$ cat src/vga_params.svh
`ifndef VGA_PARAMS_SVH
`define VGA_PARAMS_SVH

////////////////////////////////////////////////////////////////////////////
// raster timing, 640x480 at 60 Hz on a 25 MHz pixel clock
////////////////////////////////////////////////////////////////////////////

`define VGA_H_TOTAL   800      // clocks per line
`define VGA_V_TOTAL   525      // lines per frame
`define VGA_H_SYNC    96       // hs low for h_count 0..95
`define VGA_V_SYNC    2        // vs low for v_count 0..1
`define VGA_H_START   143      // first visible column count
`define VGA_H_END     783      // one past the last visible column
`define VGA_V_START   35       // first visible line count
`define VGA_V_END     515      // one past the last visible line

////////////////////////////////////////////////////////////////////////////
// overlay layers and configuration address
////////////////////////////////////////////////////////////////////////////

`define VGA_N_LAYERS  4        // power of two, up to 8
`define VGA_LAYER_W   $clog2(`VGA_N_LAYERS)
`define VGA_FIELD_W   3        // low part of cfg_addr
`define VGA_ADDR_W    (`VGA_LAYER_W + `VGA_FIELD_W)
`define VGA_RGB_W     12       // rgb444

`endif

$ cat src/vga_timing_pkg.sv
package vga_timing_pkg;

    // raw counter value, horizontal or vertical
    // wide enough for 0..799
    typedef logic [9:0] count_t;

    // visible pixel row
    // 0..479 fits in 9 bits
    typedef logic [8:0] row_t;

    // visible pixel column
    // 0..639, needs the full 10 bits
    typedef logic [9:0] col_t;

endpackage

$ cat src/vga_layer_pkg.sv
`include "vga_params.svh"

package vga_layer_pkg;

    typedef logic [`VGA_RGB_W-1:0]   rgb_t;        // {r[3:0], g[3:0], b[3:0]}
    typedef logic [`VGA_LAYER_W-1:0] layer_idx_t;  // layer part of cfg_addr
    typedef logic [`VGA_FIELD_W-1:0] field_t;      // field part of cfg_addr
    typedef logic [`VGA_RGB_W-1:0]   cfg_data_t;   // one config word

    ////////////////////////////////////////////////////////////////////////
    // field codes
    ////////////////////////////////////////////////////////////////////////

    localparam field_t FLD_X0     = 3'd0;  // left bound, inclusive
    localparam field_t FLD_X1     = 3'd1;  // right bound, inclusive
    localparam field_t FLD_Y0     = 3'd2;  // top bound
    localparam field_t FLD_Y1     = 3'd3;  // bottom bound
    localparam field_t FLD_COLOR  = 3'd4;  // layer fill color
    localparam field_t FLD_ENABLE = 3'd5;  // bit 0 only
    localparam field_t FLD_BG     = 3'd6;  // background, layer bits ignored

    // code 7 is unused and dropped by the decoder

endpackage

$ cat src/vgac.sv
`timescale 1ns/1ps
`include "vga_params.svh"

module vgac (
    input                        vga_clk,   // 25 MHz pixel clock
    input                        clrn,
    output vga_timing_pkg::row_t row_addr,  // 0..479 in the visible area
    output vga_timing_pkg::col_t col_addr,  // 0..639 in the visible area
    output logic                 rdn,       // active low read strobe
    output logic                 hs,
    output logic                 vs
);
    import vga_timing_pkg::*;

    count_t h_count;                        // 0..799
    count_t v_count;                        // 0..524
    count_t row;
    count_t col;
    logic   h_sync;
    logic   v_sync;
    logic   read;

    // horizontal counter
    always_ff @(posedge vga_clk or negedge clrn) begin
        if (!clrn) begin
            h_count <= '0;
        end else if (h_count == count_t'(`VGA_H_TOTAL - 1)) begin
            h_count <= '0;                  // end of line
        end else begin
            h_count <= h_count + count_t'(1);
        end
    end

    // vertical counter, steps once per line
    always_ff @(posedge vga_clk or negedge clrn) begin
        if (!clrn) begin
            v_count <= '0;
        end else if (h_count == count_t'(`VGA_H_TOTAL - 1)) begin
            if (v_count == count_t'(`VGA_V_TOTAL - 1)) begin
                v_count <= '0;              // end of frame
            end else begin
                v_count <= v_count + count_t'(1);
            end
        end
    end

    ////////////////////////////////////////////////////////////////////////
    // levels decoded from the counters, registered below
    ////////////////////////////////////////////////////////////////////////

    assign row    = v_count - count_t'(`VGA_V_START);
    assign col    = h_count - count_t'(`VGA_H_START);
    assign h_sync = (h_count >= count_t'(`VGA_H_SYNC));     // 96..799
    assign v_sync = (v_count >= count_t'(`VGA_V_SYNC));     // 2..524
    assign read   = (h_count >= count_t'(`VGA_H_START)) &&  // 143..782
                    (h_count <  count_t'(`VGA_H_END))   &&
                    (v_count >= count_t'(`VGA_V_START)) &&  // 35..514
                    (v_count <  count_t'(`VGA_V_END));

    // pixel position, garbage outside the visible window
    always_ff @(posedge vga_clk) begin
        row_addr <= row_t'(row);            // drop the top bit
        col_addr <= col;
    end

    // strobes, reset to what a zero count produces
    always_ff @(posedge vga_clk or negedge clrn) begin
        if (!clrn) begin
            rdn <= 1'b1;
            hs  <= 1'b0;
            vs  <= 1'b0;
        end else begin
            rdn <= ~read;
            hs  <= h_sync;
            vs  <= v_sync;
        end
    end

endmodule

$ cat src/layer_cfg_decoder.sv
`timescale 1ns/1ps
`include "vga_params.svh"

module layer_cfg_decoder (
    input                             vga_clk,
    input                             clrn,
    input                             cfg_we,     // one cycle per write
    input        [`VGA_ADDR_W-1:0]    cfg_addr,   // {layer, field}
    input  vga_layer_pkg::cfg_data_t  cfg_data,
    output logic [`VGA_N_LAYERS-1:0]  layer_wr,   // one-hot write pulse
    output logic                      bg_wr,      // background write pulse
    output vga_layer_pkg::field_t     wr_field,
    output vga_layer_pkg::cfg_data_t  wr_data
);
    import vga_layer_pkg::*;

    layer_idx_t                 layer;
    field_t                     field;
    logic [`VGA_N_LAYERS-1:0]   layer_sel;
    logic                       is_layer_fld;

    assign layer        = cfg_addr[`VGA_ADDR_W-1:`VGA_FIELD_W];
    assign field        = cfg_addr[`VGA_FIELD_W-1:0];
    assign is_layer_fld = (field <= FLD_ENABLE);    // codes 0..5

    // one-hot select of the addressed layer
    always_comb begin
        layer_sel = '0;
        for (int i = 0; i < `VGA_N_LAYERS; i++) begin
            if (layer == layer_idx_t'(i)) begin
                layer_sel[i] = 1'b1;
            end
        end
    end

    // write pulses
    always_ff @(posedge vga_clk or negedge clrn) begin
        if (!clrn) begin
            layer_wr <= '0;
            bg_wr    <= 1'b0;
        end else begin
            layer_wr <= (cfg_we && is_layer_fld) ? layer_sel : '0;
            bg_wr    <= cfg_we && (field == FLD_BG);  // code 7 falls through
        end
    end

    // field and data ride along with the pulse
    always_ff @(posedge vga_clk) begin
        wr_field <= field;
        wr_data  <= cfg_data;
    end

endmodule

$ cat src/box_layer.sv
`timescale 1ns/1ps

module box_layer (
    input                             vga_clk,
    input                             clrn,
    input                             wr,         // this layer is written
    input  vga_layer_pkg::field_t     wr_field,
    input  vga_layer_pkg::cfg_data_t  wr_data,
    input  vga_timing_pkg::row_t      row_addr,
    input  vga_timing_pkg::col_t      col_addr,
    input                             rdn,        // low on visible pixels
    output logic                      hit,        // pixel inside the box
    output vga_layer_pkg::rgb_t       color       // fill color
);
    import vga_timing_pkg::*;
    import vga_layer_pkg::*;

    col_t x0;                                     // bounds, all inclusive
    col_t x1;
    row_t y0;
    row_t y1;
    logic enable;
    logic in_x;
    logic in_y;

    ////////////////////////////////////////////////////////////////////////
    // layer registers
    ////////////////////////////////////////////////////////////////////////

    always_ff @(posedge vga_clk or negedge clrn) begin
        if (!clrn) begin
            x0     <= '0;
            x1     <= '0;
            y0     <= '0;
            y1     <= '0;
            color  <= '0;
            enable <= 1'b0;                       // layer starts hidden
        end else if (wr) begin
            case (wr_field)
                FLD_X0:     x0     <= col_t'(wr_data);
                FLD_X1:     x1     <= col_t'(wr_data);
                FLD_Y0:     y0     <= row_t'(wr_data);
                FLD_Y1:     y1     <= row_t'(wr_data);
                FLD_COLOR:  color  <= rgb_t'(wr_data);
                FLD_ENABLE: enable <= wr_data[0];
                default:    ;                     // decoder never sends others here
            endcase
        end
    end

    ////////////////////////////////////////////////////////////////////////
    // rectangle test
    ////////////////////////////////////////////////////////////////////////

    // an inverted range can never satisfy both compares
    assign in_x = (col_addr >= x0) && (col_addr <= x1);
    assign in_y = (row_addr >= y0) && (row_addr <= y1);

    always_ff @(posedge vga_clk or negedge clrn) begin
        if (!clrn) begin
            hit <= 1'b0;
        end else begin
            hit <= enable && !rdn && in_x && in_y;
        end
    end

endmodule

$ cat src/layer_mixer.sv
`timescale 1ns/1ps
`include "vga_params.svh"

module layer_mixer (
    input                                              vga_clk,
    input                                              clrn,
    input        [`VGA_N_LAYERS-1:0]                   hit,
    input  vga_layer_pkg::rgb_t [`VGA_N_LAYERS-1:0]    layer_color,
    input                                              bg_wr,
    input  vga_layer_pkg::cfg_data_t                   bg_data,
    input                                              rdn,
    input                                              hs,
    input                                              vs,
    output vga_layer_pkg::rgb_t                        vga_rgb,
    output logic                                       vga_de,
    output logic                                       vga_hs,
    output logic                                       vga_vs
);
    import vga_layer_pkg::*;

    rgb_t bg_color;                 // shown where no layer hits
    rgb_t pick;
    logic rd_d1;                    // first stage, lines up with hit
    logic hs_d1;
    logic vs_d1;

    // background register
    always_ff @(posedge vga_clk or negedge clrn) begin
        if (!clrn) begin
            bg_color <= '0;
        end else if (bg_wr) begin
            bg_color <= rgb_t'(bg_data);
        end
    end

    ////////////////////////////////////////////////////////////////////////
    // priority select, lowest index wins
    ////////////////////////////////////////////////////////////////////////

    always_comb begin
        pick = bg_color;
        for (int i = `VGA_N_LAYERS - 1; i >= 0; i--) begin
            if (hit[i]) begin
                pick = layer_color[i];  // later (lower) index overrides
            end
        end
    end

    // two-stage sync and read pipeline, color on the second stage
    always_ff @(posedge vga_clk or negedge clrn) begin
        if (!clrn) begin
            rd_d1   <= 1'b0;
            hs_d1   <= 1'b0;
            vs_d1   <= 1'b0;
            vga_de  <= 1'b0;
            vga_hs  <= 1'b0;
            vga_vs  <= 1'b0;
            vga_rgb <= '0;
        end else begin
            rd_d1   <= ~rdn;
            hs_d1   <= hs;
            vs_d1   <= vs;
            vga_de  <= rd_d1;
            vga_hs  <= hs_d1;
            vga_vs  <= vs_d1;
            vga_rgb <= rd_d1 ? pick : '0;   // black in blanking
        end
    end

endmodule

$ cat src/vga_overlay_top.sv
`timescale 1ns/1ps
`include "vga_params.svh"

module vga_overlay_top (
    input                              vga_clk,
    input                              clrn,
    input                              cfg_we,
    input        [`VGA_ADDR_W-1:0]     cfg_addr,
    input  vga_layer_pkg::cfg_data_t   cfg_data,
    output logic                       vga_hs,
    output logic                       vga_vs,
    output logic                       vga_de,
    output vga_layer_pkg::rgb_t        vga_rgb
);
    import vga_timing_pkg::*;
    import vga_layer_pkg::*;

    // raster
    row_t                       row_addr;
    col_t                       col_addr;
    logic                       rdn;
    logic                       hs;
    logic                       vs;

    // configuration
    logic [`VGA_N_LAYERS-1:0]   layer_wr;
    logic                       bg_wr;
    field_t                     wr_field;
    cfg_data_t                  wr_data;

    // layer results
    logic [`VGA_N_LAYERS-1:0]   hit;
    rgb_t [`VGA_N_LAYERS-1:0]   layer_color;

    ////////////////////////////////////////////////////////////////////////
    // timing and config front end
    ////////////////////////////////////////////////////////////////////////

    vgac i_vgac (
        .vga_clk  (vga_clk),
        .clrn     (clrn),
        .row_addr (row_addr),
        .col_addr (col_addr),
        .rdn      (rdn),
        .hs       (hs),
        .vs       (vs)
    );

    layer_cfg_decoder i_layer_cfg_decoder (
        .vga_clk  (vga_clk),
        .clrn     (clrn),
        .cfg_we   (cfg_we),
        .cfg_addr (cfg_addr),
        .cfg_data (cfg_data),
        .layer_wr (layer_wr),
        .bg_wr    (bg_wr),
        .wr_field (wr_field),
        .wr_data  (wr_data)
    );

    // one box per layer
    for (genvar g = 0; g < `VGA_N_LAYERS; g++) begin : g_layer
        box_layer i_box_layer (
            .vga_clk  (vga_clk),
            .clrn     (clrn),
            .wr       (layer_wr[g]),
            .wr_field (wr_field),
            .wr_data  (wr_data),
            .row_addr (row_addr),
            .col_addr (col_addr),
            .rdn      (rdn),
            .hit      (hit[g]),
            .color    (layer_color[g])
        );
    end

    layer_mixer i_layer_mixer (
        .vga_clk     (vga_clk),
        .clrn        (clrn),
        .hit         (hit),
        .layer_color (layer_color),
        .bg_wr       (bg_wr),
        .bg_data     (wr_data),     // shared data bus from the decoder
        .rdn         (rdn),
        .hs          (hs),
        .vs          (vs),
        .vga_rgb     (vga_rgb),
        .vga_de      (vga_de),
        .vga_hs      (vga_hs),
        .vga_vs      (vga_vs)
    );

endmodule

$ cat config.mk
export PLATFORM = sky130hd
export DESIGN_NAME = vga_overlay_top
export DESIGN_NICKNAME = d
export VERILOG_FILES = /design/src/vga_timing_pkg.sv /design/src/vga_layer_pkg.sv /design/src/vgac.sv /design/src/layer_cfg_decoder.sv /design/src/box_layer.sv /design/src/layer_mixer.sv /design/src/vga_overlay_top.sv
export VERILOG_INCLUDE_DIRS = /design/src
export SDC_FILE = /design/constraint.sdc
export NUM_CORES = 1
export LEC_CHECK = 0
export BUFFER_PORTS_ARGS = -buffer_cell sky130_fd_sc_hd__clkbuf_2
export CORE_MARGIN = 8
export CORE_UTILIZATION = 55
export DETAILED_ROUTE_END_ITERATION = 10
export GPL_TIMING_DRIVEN = 0
export PLACE_DENSITY = 0.74
export SYNTH_ARGS = -nofsm -noshare
export SYNTH_HDL_FRONTEND = slang
export SYNTH_SLANG_ARGS = --single-unit
$ cat constraint.sdc
create_clock -name vga_clk -period 3.18 [get_ports vga_clk]
set_clock_uncertainty 0.2 [all_clocks]
set_input_delay 0.159 -clock vga_clk [delete_from_list [all_inputs] [get_ports vga_clk]]
set_output_delay 0.159 -clock vga_clk [all_outputs]
set_load 0.01 [all_outputs]
==> out/qor.yml <==
grt:
  gr-usage-all-layers_pct: 20.8
  overflow: 0
  antenna_found_initial: 1
  grt_max_degree: 111
  first_global_vias: 10700
  grt_pass1_wl_um: 55400
sta:
  post-route-period-util_pct: 93.0
  rsz0062_at_grt: "false"
  relSlewSlack_pct: 38.2
  tightest_slew_ns: 0.915
  timing.fmax_ghz: 0.338
  slew_viol_final: 0
  timing.hold.ws_ns: 0.0259
  setup_viol: 0
  fin_crit_ns: 2.96
  fin_ws_ns: 0.222
  final_hold_viol_count: 0
yosys:
  synth_area_sq_um: 14900
  ys_warn_count: 0
  synth.avg_cell_area_sq_um: 10.4
  synth.top_cell.area_share_pct: 44.4
  synth_edf_count: 0
  synth_cell_types: 56
  synth_top_area_cell: "dfrtp_1"
  ys.flop_type: "dfrtp_1"
  synth-async-reset-ratio_pct: 88.7
  synth.area.top_cells: "dfrtp_1 (44%), ha_1 (13%), mux2_2 (8.5%)"
  netlist_top_cells_count: "dfrtp_1 (265), nand2_1 (180), o21ai_0 (163)"
  ys_ff_latch: 300
  yosysSeqAreaShare_pct: 49.2
  postSynthNetCount: 1606
  synthMostInstantiatedCell: "dfrtp_1"
  synth_cells: 1429
power_and_ir_drop:
  finalPower_mw: 9.73
  vdd_drop_max_mv: 0.388
  powerDensity_nw_per_um2: 576
  p_leak_nw: 7.89
critical_path:
  regToRegSetupSlack_ns: 0.22
  critPathLaunchType: "flip-flop"
  worst_r2r_startpoint: "i_vgac.row_addr[6]$_DFF_P_"
  crit_start: "i_vgac.row_addr[6]$_DFF_P_"
  arrival_ns: 3.12
  worstPathRequired_ns: 3.34
  critPathCaptureType: "flip-flop"
  crit_type: "flip-flop to flip-flop"
  worst-path-max-fanout: 8
floorplan:
  core-area_sq_um: 26800
  start_util_pct: 55.7
  core.rowCount: 60
  die_y_um: 181
  die_w_um: 181
  io_pins: 35
  dieArea_sq_um: 32700
finish:
  layout-drive-gt1-share_pct: 15.3
  antenna_cells: 0
  syn_to_final_growth_pct: 13.3
  final_cell_area_sq_um: 16900
  nets: 1698
  final_cells: 1885
placement:
  dpl_cell_area_sq_um: 15600
  routabilityCongestion: 0.858
  hpwlAfterDp_um: 22900
  dp.cells: 1806
  place_ws_ns: 0.230
  portBuffers: 34
outcome:
  status: "finished, final reports clean"
clocking:
  cts.sinks: 300
  post_cts_buffers: 0
  cts_tree: "built"
  cts.clk_slew.worst_paths_ns: 0.06
  clock_latency_ns: 0.51
  postCtsHoldBufs: 20
  clk_root_buffer_cell: "clkbuf_16"
  clk_path_buf_depth: 3
  htreeDepth: 2
  cts_buffers: 34
  cts.repair.resized: 0
worst_hold_path:
  hp-class: "input port to async pin"
detailed_routing:
  ant_nets: 0
  dr.pass1.iters: 5
  finalWirelength_um: 33700
  drt_first_iter_violations: 800
  via_per_inst: 5.63
  wl_per_cell_um: 17.9
  vias: 10600
  remaining_drc_errors: 0
flow_run:
  cap_violations: 0
sequential cells by signal, summed over array words and instances (netlist names), 3 cells and up:
signal and cells:
g_layer.i_box_layer.x0 40, i_vgac.row_addr 9, i_layer_cfg_decoder.wr_data 12, g_layer.i_box_layer.enable 4
i_vgac.h_count 10, i_vgac.v_count 10, i_layer_cfg_decoder.layer_wr 4, g_layer.i_box_layer.color 48
g_layer.i_box_layer.x1 40, i_vgac.col_addr 10, i_layer_mixer.bg_color 12, g_layer.i_box_layer.hit 4
i_layer_mixer.vga_rgb 12, g_layer.i_box_layer.y0 36, i_layer_cfg_decoder.wr_field 3, g_layer.i_box_layer.y1 36
worst paths after layout:
check                                                               endpoint  depth (start not counted)
worst min-delay path                           i_vgac.v_count[3]$_DFFE_PN0N_                          2
max in group asynchronous       g_layer[3].i_box_layer.color[10]$_DFFE_PN0P_                          4
min in group vga_clk                  i_layer_cfg_decoder.wr_data[4]$_DFF_P_                          2
worst max-delay path                    g_layer[0].i_box_layer.hit$_DFF_PN0_                          6
worst max register to register          g_layer[0].i_box_layer.hit$_DFF_PN0_                          6
worst min register to register                i_layer_mixer.vga_hs$_DFF_PN0_                          0
worst max-delay path: stages (launching register included):
cell,delay (ns)
dfxtp_1,0.58
ha_1,0.33
a211oi_1,0.24
nor2_1,0.07
o41ai_1,0.78
nand4_1,0.17
a211oi_1,0.44
layout by cell type (no fill, tap or decap), drive strengths merged, types with 8 or more instances in the layout:
cell type and n:
clkbuf 121, a21o 15, a211oi 17, and2 14
nand4 25, ha 157, buf 22, nand2 180
mux2i 24, nand2b 8, dlygate4sd3 20, nor3 15
inv 159, nand3 21, dfxtp 34, o21ai 163
nor2 39, mux2 112, xnor2 8, a21oi 42
xor2 13, dfrtp 265
cells by family after synthesis:
family / Yosys count / share of synthesized area [%]
AOI/OAI and AO/OA: 271 / 10.3
xor gates and xnor gates: 21 / 1.23
adders and majority gates: 157 / 13.2
buffers and inverters: 214 / 5.60
DFF: 300 / 49.2
muxes: 136 / 10.1
and+or+nand+nor: 330 / 10.4
per-layer routing:
metal  global-route usage, %  vias up  routed length (um)
met3                    2.83       72                1340
met2                    35.3      211               16300
met5                       0        -                   0
met4                    7.21        0                 952
li1                        -     5074                   -
met1                    27.1     5255               15100
power breakdown:
group,switching (mW),internal [mW]
clock network,1.53,2.37
logic,0.729,0.616
registers,0.200,4.29
per-stage QoR:
stage	TNS (ns)	util (%)
detailed placement	0	58.1
CTS	0	63.1
finish	0	63.1
global placement	-993.53	57.9
global route	0	63.1
floorplan	0	-
cell type report:
cell class	instances	area, sq um
Tap cell	341	427
Timing Repair Buffer	56	434
Clock inverter	9	118
Fill cell	2085	9890
Inverter	157	589
Sequential cell	300	7340
Buffer	57	246
Clock buffer	50	1010
Multi-Input combinational cell	915	6750
Power figures use the tool's default switching activity.
